<file path="config.mk">
export PLATFORM = sky130hd
export DESIGN_NAME = rv_inst_mem
export DESIGN_NICKNAME = d
export VERILOG_FILES = /design/src/source/rv_pkg.sv /design/src/source/rv_inst_mem.sv
export SDC_FILE = /design/constraint.sdc
export NUM_CORES = 2
export LEC_CHECK = 0
export BUFFER_PORTS_ARGS = -buffer_cell sky130_fd_sc_hd__buf_2
export CAP_MARGIN = 20
export CORE_MARGIN = 2
export CORE_UTILIZATION = 39
export CTS_BUF_LIST = sky130_fd_sc_hd__clkbuf_4
export CTS_CLUSTER_SIZE = 8
export DETAILED_ROUTE_END_ITERATION = 16
export GPL_TIMING_DRIVEN = 0
export SLEW_MARGIN = 10
export SYNTH_ARGS = -nofsm -noshare
export SYNTH_HDL_FRONTEND = slang
export SYNTH_SLANG_ARGS = --single-unit
</file>
<file path="constraint.sdc">
create_clock -name i_clk -period 4.4 [get_ports i_clk]
set_input_delay 0.88 -clock i_clk [delete_from_list [all_inputs] [get_ports i_clk]]
set_output_delay 0.88 -clock i_clk [all_outputs]
set_load 0.05 [all_outputs]
</file>
<file path="src/source/rv_pkg.sv">
// ----------------------------------------
// rv_pkg: widths, types and encodings
// shared by the rv_cpu integer pipeline
// ----------------------------------------
`default_nettype none

package rv_pkg;

    // data path
    localparam int XLEN = 32;
    typedef logic [XLEN-1:0] word_t;

    // register index
    localparam int REG_ADDR_W = 5;
    typedef logic [REG_ADDR_W-1:0] reg_addr_t;

    // instruction memory, pc counts words
    localparam int IMEM_DEPTH = 64;
    localparam int PC_W = $clog2(IMEM_DEPTH);
    typedef logic [PC_W-1:0] pc_t;

    // major opcodes of the kept instructions
    localparam logic [6:0] OPC_OP     = 7'b0110011;
    localparam logic [6:0] OPC_OP_IMM = 7'b0010011;
    localparam logic [6:0] OPC_LUI    = 7'b0110111;
    localparam logic [6:0] OPC_BRANCH = 7'b1100011;
    localparam logic [6:0] OPC_SYSTEM = 7'b1110011;

    // alu operations
    typedef enum logic [3:0] {
        ALU_ADD    = 4'd0,
        ALU_SUB    = 4'd1,
        ALU_AND    = 4'd2,
        ALU_OR     = 4'd3,
        ALU_XOR    = 4'd4,
        ALU_SLT    = 4'd5,
        ALU_SLTU   = 4'd6,
        ALU_SLL    = 4'd7,
        ALU_SRL    = 4'd8,
        // operand b straight through, for lui
        ALU_PASS_B = 4'd9
    } alu_op_e;

    // ecall reports a0
    localparam reg_addr_t ECALL_REG = 5'd10;

endpackage

`default_nettype wire

</file>
<file path="src/source/rv_inst_mem.sv">
// ----------------------------------------
// rv_inst_mem: instruction RAM, written by
// the load port, read asynchronously by fetch
// ----------------------------------------
`default_nettype none

module rv_inst_mem (
    input  wire logic          i_clk,
    input  wire logic          i_we,
    input  wire rv_pkg::pc_t   i_waddr,
    input  wire rv_pkg::word_t i_wdata,
    input  wire rv_pkg::pc_t   i_raddr,
    output rv_pkg::word_t      o_rdata
);
    import rv_pkg::*;

    word_t mem [IMEM_DEPTH];

    // load beats only
    always_ff @(posedge i_clk) begin
        if (i_we) begin
            mem[i_waddr] <= i_wdata;
        end
    end

    // fetch sees the word in the same cycle
    assign o_rdata = mem[i_raddr];

endmodule

`default_nettype wire

</file>
# After elaboration in Yosys (flattened, before gate mapping)
# Memories as Yosys holds them, arrays and structs flattened.
# Index checks and enable logic that the tools add are counted.
[totals]
reg_bits = 0
input_bits = 46
ramBits = 2048
out_inout_bits = 32
n_memories = 1
[op_classes]
mux = 2
[mem_list]
columns = ["name", "depth", "width", "rd", "rd_ports_with_merged_regs", "write_ports", "line", "text"]
rows = [
  ["mem", 64, 32, 1, 0, 1, "rv_inst_mem.sv:17", "word_t mem [IMEM_DEPTH];"],
]
[ops]
columns = ["op", "n"]
rows = [
  ["1-bit 2-to-1 mux", 2],
]

# Depth between registers and ports, before layout
[depth]
word_depth = 2
depth_mapped = 10
depth_no_buf = 5

# Worst setup path before layout
# OpenSTA, ideal clock, no wires.
[synth_timing]
path_type = "input-to-output"
startpoint = "input i_raddr[0]"
endpoint = "output o_rdata[17]"
arrival_ns = 3.239
cell_stages = 10
required_ns = 3.520
setup_slack_ns = 0.281
cell_sequence = "buf_4 -> buf_6 -> buf_4 -> buf_4 -> buf_4 -> mux2i_1 -> a22oi_1 -> a41o_1 -> o32ai_1 -> nor3_1"
[synth_via]
elab_chain_cells = 1
[synth_lines]
columns = ["item", "line", "text"]
rows = [
  ["from (decl)", "rv_inst_mem.sv:12", "input wire rv_pkg::pc_t i_raddr,"],
  ["memory 64 x 32 bit", "n/a", ""],
  ["to (decl)", "rv_inst_mem.sv:13", "output rv_pkg::word_t o_rdata"],
]
# No other way between the ends.

# Worst setup path in the final report
[layout_timing]
startpoint = "input i_raddr[2]"
endpoint = "output o_rdata[31]"
# The elaborated chain is that of the path after synthesis.

==> key figures <==
Routing
  • Via count: roughly 42000
  • Drt total wl: about 250000 microns
  • WL/cell: ~35 microns
  • Antenna Violating Nets Remaining: 0
  • DR pass1 iterations: 6
  • Initial DRC Count: ~6000
  • Post-DR vias/cell: roughly 6
  • Drt drc: 0

Synthesis
  • Cells after Synth: between 3000 and 4000
  • Seq cells post-synth: between 2000 and 2500
  • Synth Flop Type: edfxtp_1
  • Post-synth top area share: 0.7897
  • Synth async-reset ratio: 0
  • Netlist cell types: 33
  • Number of synthesized flops with an enable pin: a little over 2000
  • Avg Cell Area, Syn: 23.66 sq um
  • Post-synth top cells: 2048 x edfxtp_1, 544 x mux4_2, 137 x nor2_1
  • Mapped cell area: about 80000 sq um
  • Ranking of synthesized cells by area: edfxtp_1 79%, mux4_2 16%, mux2i_1 1.2%, o22ai_1 0.67%, nor2_1 0.66%
  • Post-synthesis sequential area ratio: 0.7897
  • Synth area leader: edfxtp_1
  • Syn_nets: between 3000 and 4000
  • Top-count cell post-synth: edfxtp_1
  • Syn. warnings: 0

Final layout
  • Fill count: 16435
  • Largest regs: mem (2048)
  • Fin nets: around 4100
  • Area of the multi-input gates: around 17000 sq um
  • Reg with most FFs: mem
  • Max reg flops: 2048
  • Reg area: 61500 sq um
  • Post-route cell area: 93240 sq um
  • Layout area overhead: 19.73%
  • Fraction of layout cells with a size suffix above 1: 0.4372
  • Cell Count, Final, Fillers Out: 7073

Place
  • Gpl congestion: around 0.84
  • Hpwl dp: between 150000 and 200000 microns
  • Placed cells: slightly above 6000
  • Port buffer count: 69
  • Placed Area: between 80000 and 90000 sq um

Timing
  • Hold Vio Cnt, Final: 0
  • Final Max Slew Viols: 0
  • Worst setup margin: -0.04448 ns
  • Final setup viols: 4
  • RSZ-0062 raised after global routing: yes
  • Post-layout min period: approximately 4.4 ns
  • Fin crit share: 1.010
  • Relative slew slack: 0.2529
  • Fmax: 225.0 MHz
  • Worst slew pin tran: between 1 and 1.5 ns

Setup path
  • Slowest-stage cell, CP: nor2_2
  • Crit path depth: 10
  • CP peak stage delay: roughly 0.36 ns
  • Startpoint types: input port
  • Arrival time worst endpoint: 3.56 ns
  • Worst Path Required: ~3.5 ns
  • Delay-heaviest family, CP: buffers and inverters
  • Buffers plus inverters on the worst setup path: 5
  • CP Capture Type: output pin
  • Worst setup path class: input port to output pin
  • Crit-path cells: clkbuf_1, buf_4, buf_2, buf_8, mux4_2, o221ai_1, a21oi_1, a21oi_1, nor2_2, buf_2
  • Crit-path max FO: 10

Global route
  • All-Layer GR Usage: 0.2401
  • Grt ovf: 0
  • First-pass GRT wire length: roughly 330000 microns
  • Initial antenna violation count: 23
  • Largest net degree at the start of global routing: between 60 and 70
  • Vias in the first global route: 41816

Power and ir drop
  • VDD IR max: approximately 0.33 mV
  • Pwr/cell area: approximately 440 nW/um^2
  • Pleak: between 20 and 30 nW

Run
  • Max Cap Viol: 0

Floorplan
  • Initial core utilization: 0.3912
  • Die area: between 200000 and 250000 sq um
  • Die Ht: around 450 microns
  • Rows: 164
  • Die width: 450.9 microns
  • Core Footprint: between 150000 and 200000 sq um
  • Num ports: 78

Clock tree
  • Sink Count: between 2000 and 2500
  • Reg clk slew, reported paths: about 0.07 ns
  • CTS tree: built
  • CTS root buffer: clkbuf_4
  • Total CTS buffers: 545
  • Max Buffers Root-to-Sink: 4
  • H-tree level count: 6

Hold path
  • Path category of the worst min-delay check: input port to register
  • Hold path depth: 1

Status
  • Failing checks: negative setup slack
  • Status: finished with violations
==> final cells by class <==
type / instances / area share
diodes: 23 / 0.0006173
plain buffers: 173 / 0.01408
multi-input cells: 1062 / 0.1817
well taps: 2656 / 0.03564
flip-flops and latches: 2048 / 0.6596
clock inverters: 94 / 0.006227
repair buffers: 235 / 0.03913
clock buffers: 782 / 0.06297
==> per-layer routing <==
| layer | wire (microns) | global-route usage |
|---|---|---|
| met4 | 12130 | 0.1171 |
| met2 | 114500 | 0.3690 |
| met3 | 27900 | 0.06897 |
| met5 | 16 | 0 |
| met1 | 91650 | 0.3145 |
==> report_power, final <==
part	switching, mW	total [mW]	internal, mW
logic	1.83	2.76	0.938
clock network	7.64	16.2	8.55
registers	0.0278	21.6	21.6
==> cell families (layout without fill, tap and decap cells) <==
| kind of cell | Yosys count | count (layout) | synth area share |
|---|---|---|---|
| AND/OR/NAND/NOR | 223 | 223 | 0.01276 |
| multiplexers | 637 | 637 | 0.1693 |
| buffers and inverters | 182 | 1284 | 0.01138 |
| flip-flops | 2048 | 2048 | 0.7897 |
| other | 0 | 23 | 0 |
| AO/OA/AOI/OAI | 202 | 202 | 0.01687 |
==> path summary, 6_finish.rpt <==
| check | slack [ns] | startpoint | end |
|---|---|---|---|
| setup / recovery | -0.04 | i_raddr[2] | o_rdata[31] |
| hold / removal | 0.09 | i_wdata[20] | mem[56][20]$_DFFE_PP_ |
==> repair_timing <==
item,CTS,global route
hold buffers,6,10
hold endpoints to repair,69,127
setup endpoints to repair,32,22
pin swaps,22,10
gates resized for setup,380,48
buffers inserted,4,0
==> through the flow <==
stage / power [mW] / setup TNS, ns / setup WS, ns / hold WS (ns) / util
3_5_place_dp: 24.51 / -43.69 / -2.358 / 1.137 / 0.4258
2_1_floorplan: 23.27 / 0 / 0.2810 / 0.9789 / -
5_1_grt: 41.88 / -0.05470 / -0.02474 / 0.06459 / 0.4682
6_report: 40.58 / -0.07008 / -0.04448 / 0.08525 / 0.4684
3_3_place_gp: 24.39 / -3106.61 / -3.582 / 1.626 / 0.4097
4_1_cts: 40.71 / -0.1663 / -0.06280 / 0.05654 / 0.4653
==> placed cells by master (no fill, tap or decap), types with 6 or more instances in the layout <==
cell type      netlist  layout
clkinv_2             0       7
a21oi_1             62      23
nor2_1             137      46
inv_2                0      16
nor3_2               0       6
mux2i_1             93      89
buf_16               0      35
buf_4               25      66
a21oi_4              0      27
a311oi_1             8       6
diode_2              0      23
a22oi_1             12      12
buf_2               57      56
o221ai_2             0      10
nor2_4               0      78
o22ai_2              0       9
buf_6                5      46
dlygate4sd3_1        0      16
nor2_2               0      13
bufinv_16            0       8
clkbuf_1            74      18
a21oi_2              0      12
buf_12               0      92
o22ai_1             84      64
o221ai_1            27       9
nor2b_1             15      15
clkinv_1             0      61
nand2_1             26      24
clkbuf_2             0      34
edfxtp_1          2048    2048
buf_8                0      18
o221ai_4             0       8
mux4_2             544     544
o22ai_4              0      11
clkbuf_4             0     804
No activity file was read; power rests on OpenSTA's default activity.
