[src/source/rv_pkg.sv]
// ----------------------------------------
// rv_pkg: widths, types and encodings
// shared by the rv_cpu integer pipeline
// ----------------------------------------
`default_nettype none

package rv_pkg;

    // data path
    localparam int XLEN = 32;
    typedef logic [XLEN-1:0] word_t;

    // register index
    localparam int REG_ADDR_W = 5;
    typedef logic [REG_ADDR_W-1:0] reg_addr_t;

    // instruction memory, pc counts words
    localparam int IMEM_DEPTH = 64;
    localparam int PC_W = $clog2(IMEM_DEPTH);
    typedef logic [PC_W-1:0] pc_t;

    // major opcodes of the kept instructions
    localparam logic [6:0] OPC_OP     = 7'b0110011;
    localparam logic [6:0] OPC_OP_IMM = 7'b0010011;
    localparam logic [6:0] OPC_LUI    = 7'b0110111;
    localparam logic [6:0] OPC_BRANCH = 7'b1100011;
    localparam logic [6:0] OPC_SYSTEM = 7'b1110011;

    // alu operations
    typedef enum logic [3:0] {
        ALU_ADD    = 4'd0,
        ALU_SUB    = 4'd1,
        ALU_AND    = 4'd2,
        ALU_OR     = 4'd3,
        ALU_XOR    = 4'd4,
        ALU_SLT    = 4'd5,
        ALU_SLTU   = 4'd6,
        ALU_SLL    = 4'd7,
        ALU_SRL    = 4'd8,
        // operand b straight through, for lui
        ALU_PASS_B = 4'd9
    } alu_op_e;

    // ecall reports a0
    localparam reg_addr_t ECALL_REG = 5'd10;

endpackage

`default_nettype wire

[src/source/rv_decoder.sv]
// ----------------------------------------
// rv_decoder: instruction word to register
// indices, immediate and control flags
// ----------------------------------------
`default_nettype none

module rv_decoder (
    input  wire rv_pkg::word_t  i_inst,
    input  wire logic           i_valid,
    output rv_pkg::reg_addr_t   o_rd,
    output rv_pkg::reg_addr_t   o_rs1,
    output rv_pkg::reg_addr_t   o_rs2,
    output rv_pkg::word_t       o_imm,
    output rv_pkg::alu_op_e     o_alu_op,
    output logic                o_use_imm,
    output logic                o_reg_write,
    output logic                o_branch,
    output logic                o_branch_ne,
    output logic                o_ecall
);
    import rv_pkg::*;

    logic [6:0] opcode;
    logic [2:0] funct3;
    logic       funct7_b5;
    word_t      imm_i;
    word_t      imm_u;
    word_t      imm_b;
    alu_op_e    arith_op;

    assign opcode    = i_inst[6:0];
    assign funct3    = i_inst[14:12];
    assign funct7_b5 = i_inst[30];

    // sign extended immediates
    assign imm_i = {{20{i_inst[31]}}, i_inst[31:20]};
    assign imm_u = {i_inst[31:12], 12'b0};
    assign imm_b = {{20{i_inst[31]}}, i_inst[7], i_inst[30:25], i_inst[11:8], 1'b0};

    // shared by register and immediate forms
    always_comb begin
        case (funct3)
            3'b000:  arith_op = ALU_ADD;
            3'b001:  arith_op = ALU_SLL;
            3'b010:  arith_op = ALU_SLT;
            3'b011:  arith_op = ALU_SLTU;
            3'b100:  arith_op = ALU_XOR;
            3'b101:  arith_op = ALU_SRL;
            3'b110:  arith_op = ALU_OR;
            default: arith_op = ALU_AND;
        endcase
    end

    always_comb begin
        o_rd        = i_inst[11:7];
        o_rs1       = i_inst[19:15];
        o_rs2       = i_inst[24:20];
        o_imm       = imm_i;
        o_alu_op    = arith_op;
        o_use_imm   = 1'b0;
        o_reg_write = 1'b0;
        o_branch    = 1'b0;
        o_branch_ne = 1'b0;
        o_ecall     = 1'b0;
        // anything not matched below leaves a bubble
        if (i_valid) begin
            case (opcode)
                OPC_OP: begin
                    o_reg_write = 1'b1;
                    if (funct3 == 3'b000 && funct7_b5) begin
                        o_alu_op = ALU_SUB;
                    end
                end
                OPC_OP_IMM: begin
                    o_use_imm   = 1'b1;
                    o_reg_write = 1'b1;
                end
                OPC_LUI: begin
                    o_imm       = imm_u;
                    o_alu_op    = ALU_PASS_B;
                    o_use_imm   = 1'b1;
                    o_reg_write = 1'b1;
                end
                OPC_BRANCH: begin
                    // beq and bne only
                    o_imm       = imm_b;
                    o_branch    = (funct3[2:1] == 2'b00);
                    o_branch_ne = funct3[0];
                end
                OPC_SYSTEM: begin
                    // a0 comes through the normal read and forward path
                    o_rs1   = ECALL_REG;
                    o_ecall = (i_inst[31:7] == '0);
                end
                default: begin
                    o_reg_write = 1'b0;
                end
            endcase
        end
    end

endmodule

`default_nettype wire

[config.mk]
export PLATFORM = sky130hd
export DESIGN_NAME = rv_decoder
export DESIGN_NICKNAME = d
export VERILOG_FILES = /design/src/source/rv_pkg.sv /design/src/source/rv_decoder.sv
export SDC_FILE = /design/constraint.sdc
export NUM_CORES = 1
export LEC_CHECK = 0
export ABC_AREA = 1
export ABC_CLOCK_PERIOD_IN_PS = 1500
export BUFFER_PORTS_ARGS = -buffer_cell sky130_fd_sc_hd__buf_2
export CAP_MARGIN = 30
export CORE_MARGIN = 10
export CORE_UTILIZATION = 24
export DETAILED_ROUTE_END_ITERATION = 16
export GPL_TIMING_DRIVEN = 0
export MAX_ROUTING_LAYER = met4
export PLACE_DENSITY = 0.6
export SYNTH_ARGS = -nofsm -noshare
export SYNTH_HDL_FRONTEND = slang
export SYNTH_SLANG_ARGS = --single-unit
[constraint.sdc]
create_clock -name vclk -period 1.5
set_input_delay 0.375 -clock vclk [all_inputs]
set_output_delay 0.375 -clock vclk [all_outputs]
set_load 0.01 [all_outputs]
Yosys cells after proc, flatten, opt, wreduce, memory -nomap -nowiden
Index checks and enable logic that the tools add are counted.

Register bits after elaboration: 0.

Eq/ne operators: 11. Mux-type cells: 18. Reduce and logical (&&, ||, !) cells: 6.

Operator list (number): $pmux W31 S2 (1); $mux W31 (1); $pmux W4 S7 (1); $logic_not A25 Y1 (1); $eq A7 B6 Y1 const B (2); $eq A7 B7 Y1 const B (2); $mux W1 (10); $mux W5 (2); $eq A3 B3 Y1 const B (3); $mux W4 (2); $pmux W4 S2 (1); $eq A7 B5 Y1 const B (1); $eq A3 B2 Y1 const B (2); $eq A3 B1 Y1 const B (1); $logic_not A3 Y1 (1); $reduce_or A3 Y1 (1); $logic_not A2 Y1 (1); $reduce_or A2 Y1 (1); $logic_and A1 B1 Y1 (1).

Longest topological paths before layout
Depth in word-level cells: 5. Gate-level depth with buffers: 9. Gate-level depth less buffers: 8.

Worst setup path after synthesis
No wires, ideal clock.

Path type: input-to-output. From: input i_inst[1]. To: output o_alu_op[2]. Arrival time: 1.180 ns. Data required time: 1.125 ns. Setup slack: -0.055 ns. Cell stages on the path: 5. Path buffers: 0. Cell sequence: nand2_1 nor2_4 nand3_2 clkinv_1 nor3_1.

Longest elaborated chain between the ends: 3. Elaborated cells on any way between the ends: 4. Those cells by class: eq/ne: 2; mux: 2.

RTL lines: from (decl) (RTL line rv_decoder.sv:8) `input wire rv_pkg::word_t i_inst,`; $eq A7 B6 Y1 (RTL line rv_decoder.sv:67) `case (opcode)`; $pmux W4 S2 (*) (RTL line rv_decoder.sv:67); $mux W4 (*) (RTL line rv_decoder.sv:66) `if (i_valid) begin`; to (decl) (RTL line rv_decoder.sv:14) `output rv_pkg::alu_op_e o_alu_op,`.

Mark *: on every way between the ends. The rest lies on a longest branch, timed or not.

Final worst setup path
From: input i_inst[3]. To: output o_imm[12].

Longest elaborated chain between the ends: 3. Elaborated cells on any way between the ends: 4. Those cells by class: eq/ne: 2; mux: 2.

RTL lines: $eq A7 B7 Y1 or $eq A7 B6 Y1 (tied branches) (RTL line rv_decoder.sv:67); $pmux W31 S2 (*) (RTL line rv_decoder.sv:67); $mux W31 (*) (RTL line rv_decoder.sv:66); to (decl) (RTL line rv_decoder.sv:13) `output rv_pkg::word_t o_imm,`.

Marks and branches as above.

==> reports/metrics.cfg <==
[run_status]
outcome=finished with violations
violations=setup timing

[timing]
min_period_ps=1820
setup-violations-final=45
hold_slack_ps=1040
finalSetupTns_ps=-10300
maxSlewViolCount=0
maxSlewHeadroom_pct=82.4
finalHoldViolCount=0
worst_pin_slew_ps=264
setup_slack_ps=-317
rsz0062_at_grt=true
period_share_pct=121
max_freq_mhz=550

[grt]
grt_pass1_vias=1560
antenna_found_initial=0
grt_first_pass_wirelength_um=7220
grt_usage_pct=13.2
grt_max_degree=11
grt_overflow_total=0

[critical_path]
critPathBufInv=4
cp.arrival_ps=1440
worstSetupStartpoint=i_inst[3]
critPathSlowestCell=o21ai_0
critPathTopFamily=simple AND/OR/NAND/NOR gates
cp-start-kind=input port
crit_type=input port to output port
endpoint_kind=output port
cp.required_ps=1120
cp.depth=10
critPathMaxStageDelay_ps=190
path_cells=buf_8 > inv_6 > nand2_4 > nor2_4 > nand2_4 > buf_4 > o21ai_0 > nand2_1 > nand2_1 > buf_2
path_max_fanout=4

[place]
io_buffers=89
globalplace.congestion=0.754
dp_hpwl_um=3390
placedInstanceArea_um2=1450

[pwr]
p_per_area_nw_per_um2=252
power.ir.vdd_worst_v=0.000130
p_leak_nw=1.18

[finish]
finalNetCount=335
nFillCells=372
finish.utilization_pct=56.6
drive_gt1_share_pct=64.3
seq_cells=0
clockBufferCount=0
areaGrowthSynthToFinish_pct=126
regArea_um2=0
antenna_cells=0
post-route-cell-area_um2=2090

[synth]
yosysSeqAreaShare_pct=0
syn_inst=185
syn-cell-area_um2=922
syn_nets=218
synth_area_per_cell_um2=4.98
ys_types=22
yosysWarningCount=0

[die]
num_rows=22
start_util_pct=25.0
ios=89
die_x_um=82.0
core_um2=3690
die_height_um=82.0
die_area_um2=6720

[route]
drt_iter0_markers=24
antenna_left=0
wirelength_um=4730
viasPerCell=4.51
num_vias=1569
drc_errors=0
wire_per_inst_um=13.6
first_pass_iters=4

[min_path]
min_from=i_inst[20]
min_path_cells=3
hold_path.class=input port to output port

[flow_run]
maxCapViolations=0

cells by family (layout without fill, tap and decap cells):
logic type	after synthesis	count (layout)	share of synthesized area, %
buffers and inverters	45	159	26.6
and+or+nand+nor	118	119	59.0
AOI/OAI and AO/OA	22	22	14.4
cell usage in the layout (no fill, tap or decap):
| master | count |
|---|---|
| o21ai_1 | 3 |
| a21oi_1 | 1 |
| nand3_1 | 11 |
| inv_1 | 21 |
| clkinv_4 | 1 |
| nor3_2 | 1 |
| buf_6 | 24 |
| nor2_4 | 11 |
| buf_8 | 3 |
| nor2_2 | 5 |
| o21ai_2 | 15 |
| buf_12 | 5 |
| nor3_1 | 1 |
| and2_4 | 1 |
| nor2_1 | 14 |
| o21ai_0 | 3 |
| nand2_1 | 50 |
| buf_2 | 71 |
| inv_4 | 2 |
| nand2_8 | 2 |
| nand3_2 | 7 |
| nand3_4 | 3 |
| clkbuf_16 | 1 |
| nand2_2 | 5 |
| inv_6 | 1 |
| inv_2 | 3 |
| nand4_1 | 3 |
| buf_4 | 27 |
| nand2_4 | 5 |
cell usage after synthesis:
| master | n | share of area (%) |
|---|---|---|
| nand4_1 | 3 | 2.0 |
| clkinv_1 | 1 | 0.41 |
| and2_1 | 1 | 0.68 |
| a21oi_1 | 1 | 0.54 |
| nor2_2 | 2 | 1.4 |
| o21ai_1 | 4 | 2.2 |
| o21ai_0 | 11 | 6.0 |
| nand3_2 | 2 | 2.2 |
| buf_6 | 1 | 1.2 |
| nor3_1 | 2 | 1.1 |
| nor2_1 | 26 | 11 |
| nand2_2 | 1 | 0.68 |
| nand2_1 | 58 | 24 |
| o21ai_2 | 6 | 5.7 |
| nor2_4 | 2 | 2.4 |
| inv_1 | 26 | 11 |
| nand3_1 | 18 | 9.8 |
| buf_12 | 1 | 2.2 |
| nand2_8 | 1 | 2.2 |
| nand2_4 | 2 | 2.4 |
| buf_4 | 13 | 11 |
| buf_2 | 3 | 1.6 |
area by class of cell:
| type | count | area, um2 | share of cell area [%] |
|---|---|---|---|
| inverter | 27 | 114 | 5.45 |
| multi-input combinational | 141 | 910 | 43.6 |
| buffer | 17 | 143 | 6.83 |
| timing repair buffer | 114 | 856 | 41.0 |
| tap | 48 | 60.1 | 2.88 |
| timing repair inverter | 1 | 6.26 | 0.300 |
layer usage:
metal / GRT usage (%) / vias up / routed length (um)
met3: 2.73 / 4 / 446
li1: - / 802 / -
met4: 1.53 / 0 / 53
met1: 16.1 / 700 / 1960
met5: - / - / 0
met2: 22.6 / 63 / 2270
tightest hold or removal path, stage by stage:
cell and delay [ps]:
buf_2 90, buf_4 90, buf_2 110
where the power goes:
group          internal, mW  switching, mW
Sequential                0              0
Clock                     0              0
Combinational         0.257          0.270
stage by stage:
step | power [mW] | setup WS, ps | std cells
2_1_floorplan | 0.219 | 1.62 | 185
3_3_place_gp | 0.392 | -336 | 322
3_5_place_dp | 0.394 | -348 | 322
4_1_cts | 0.468 | -233 | 345
5_1_grt | 0.575 | -369 | 348
6_report | 0.527 | -317 | 348
worst paths after layout:
check | to | slack (ps)
max | o_imm[12] | -320
min | o_rs2[0] | 1040
what timing repair did:
item	CTS	global route
endpoints found under the setup margin	45	45
hold buffers	0	0
setup buffers	21	3
gates cloned	2	1
gates resized for setup	58	44
pin swaps	17	15
Note: power is estimated with default switching activity, not from simulation.
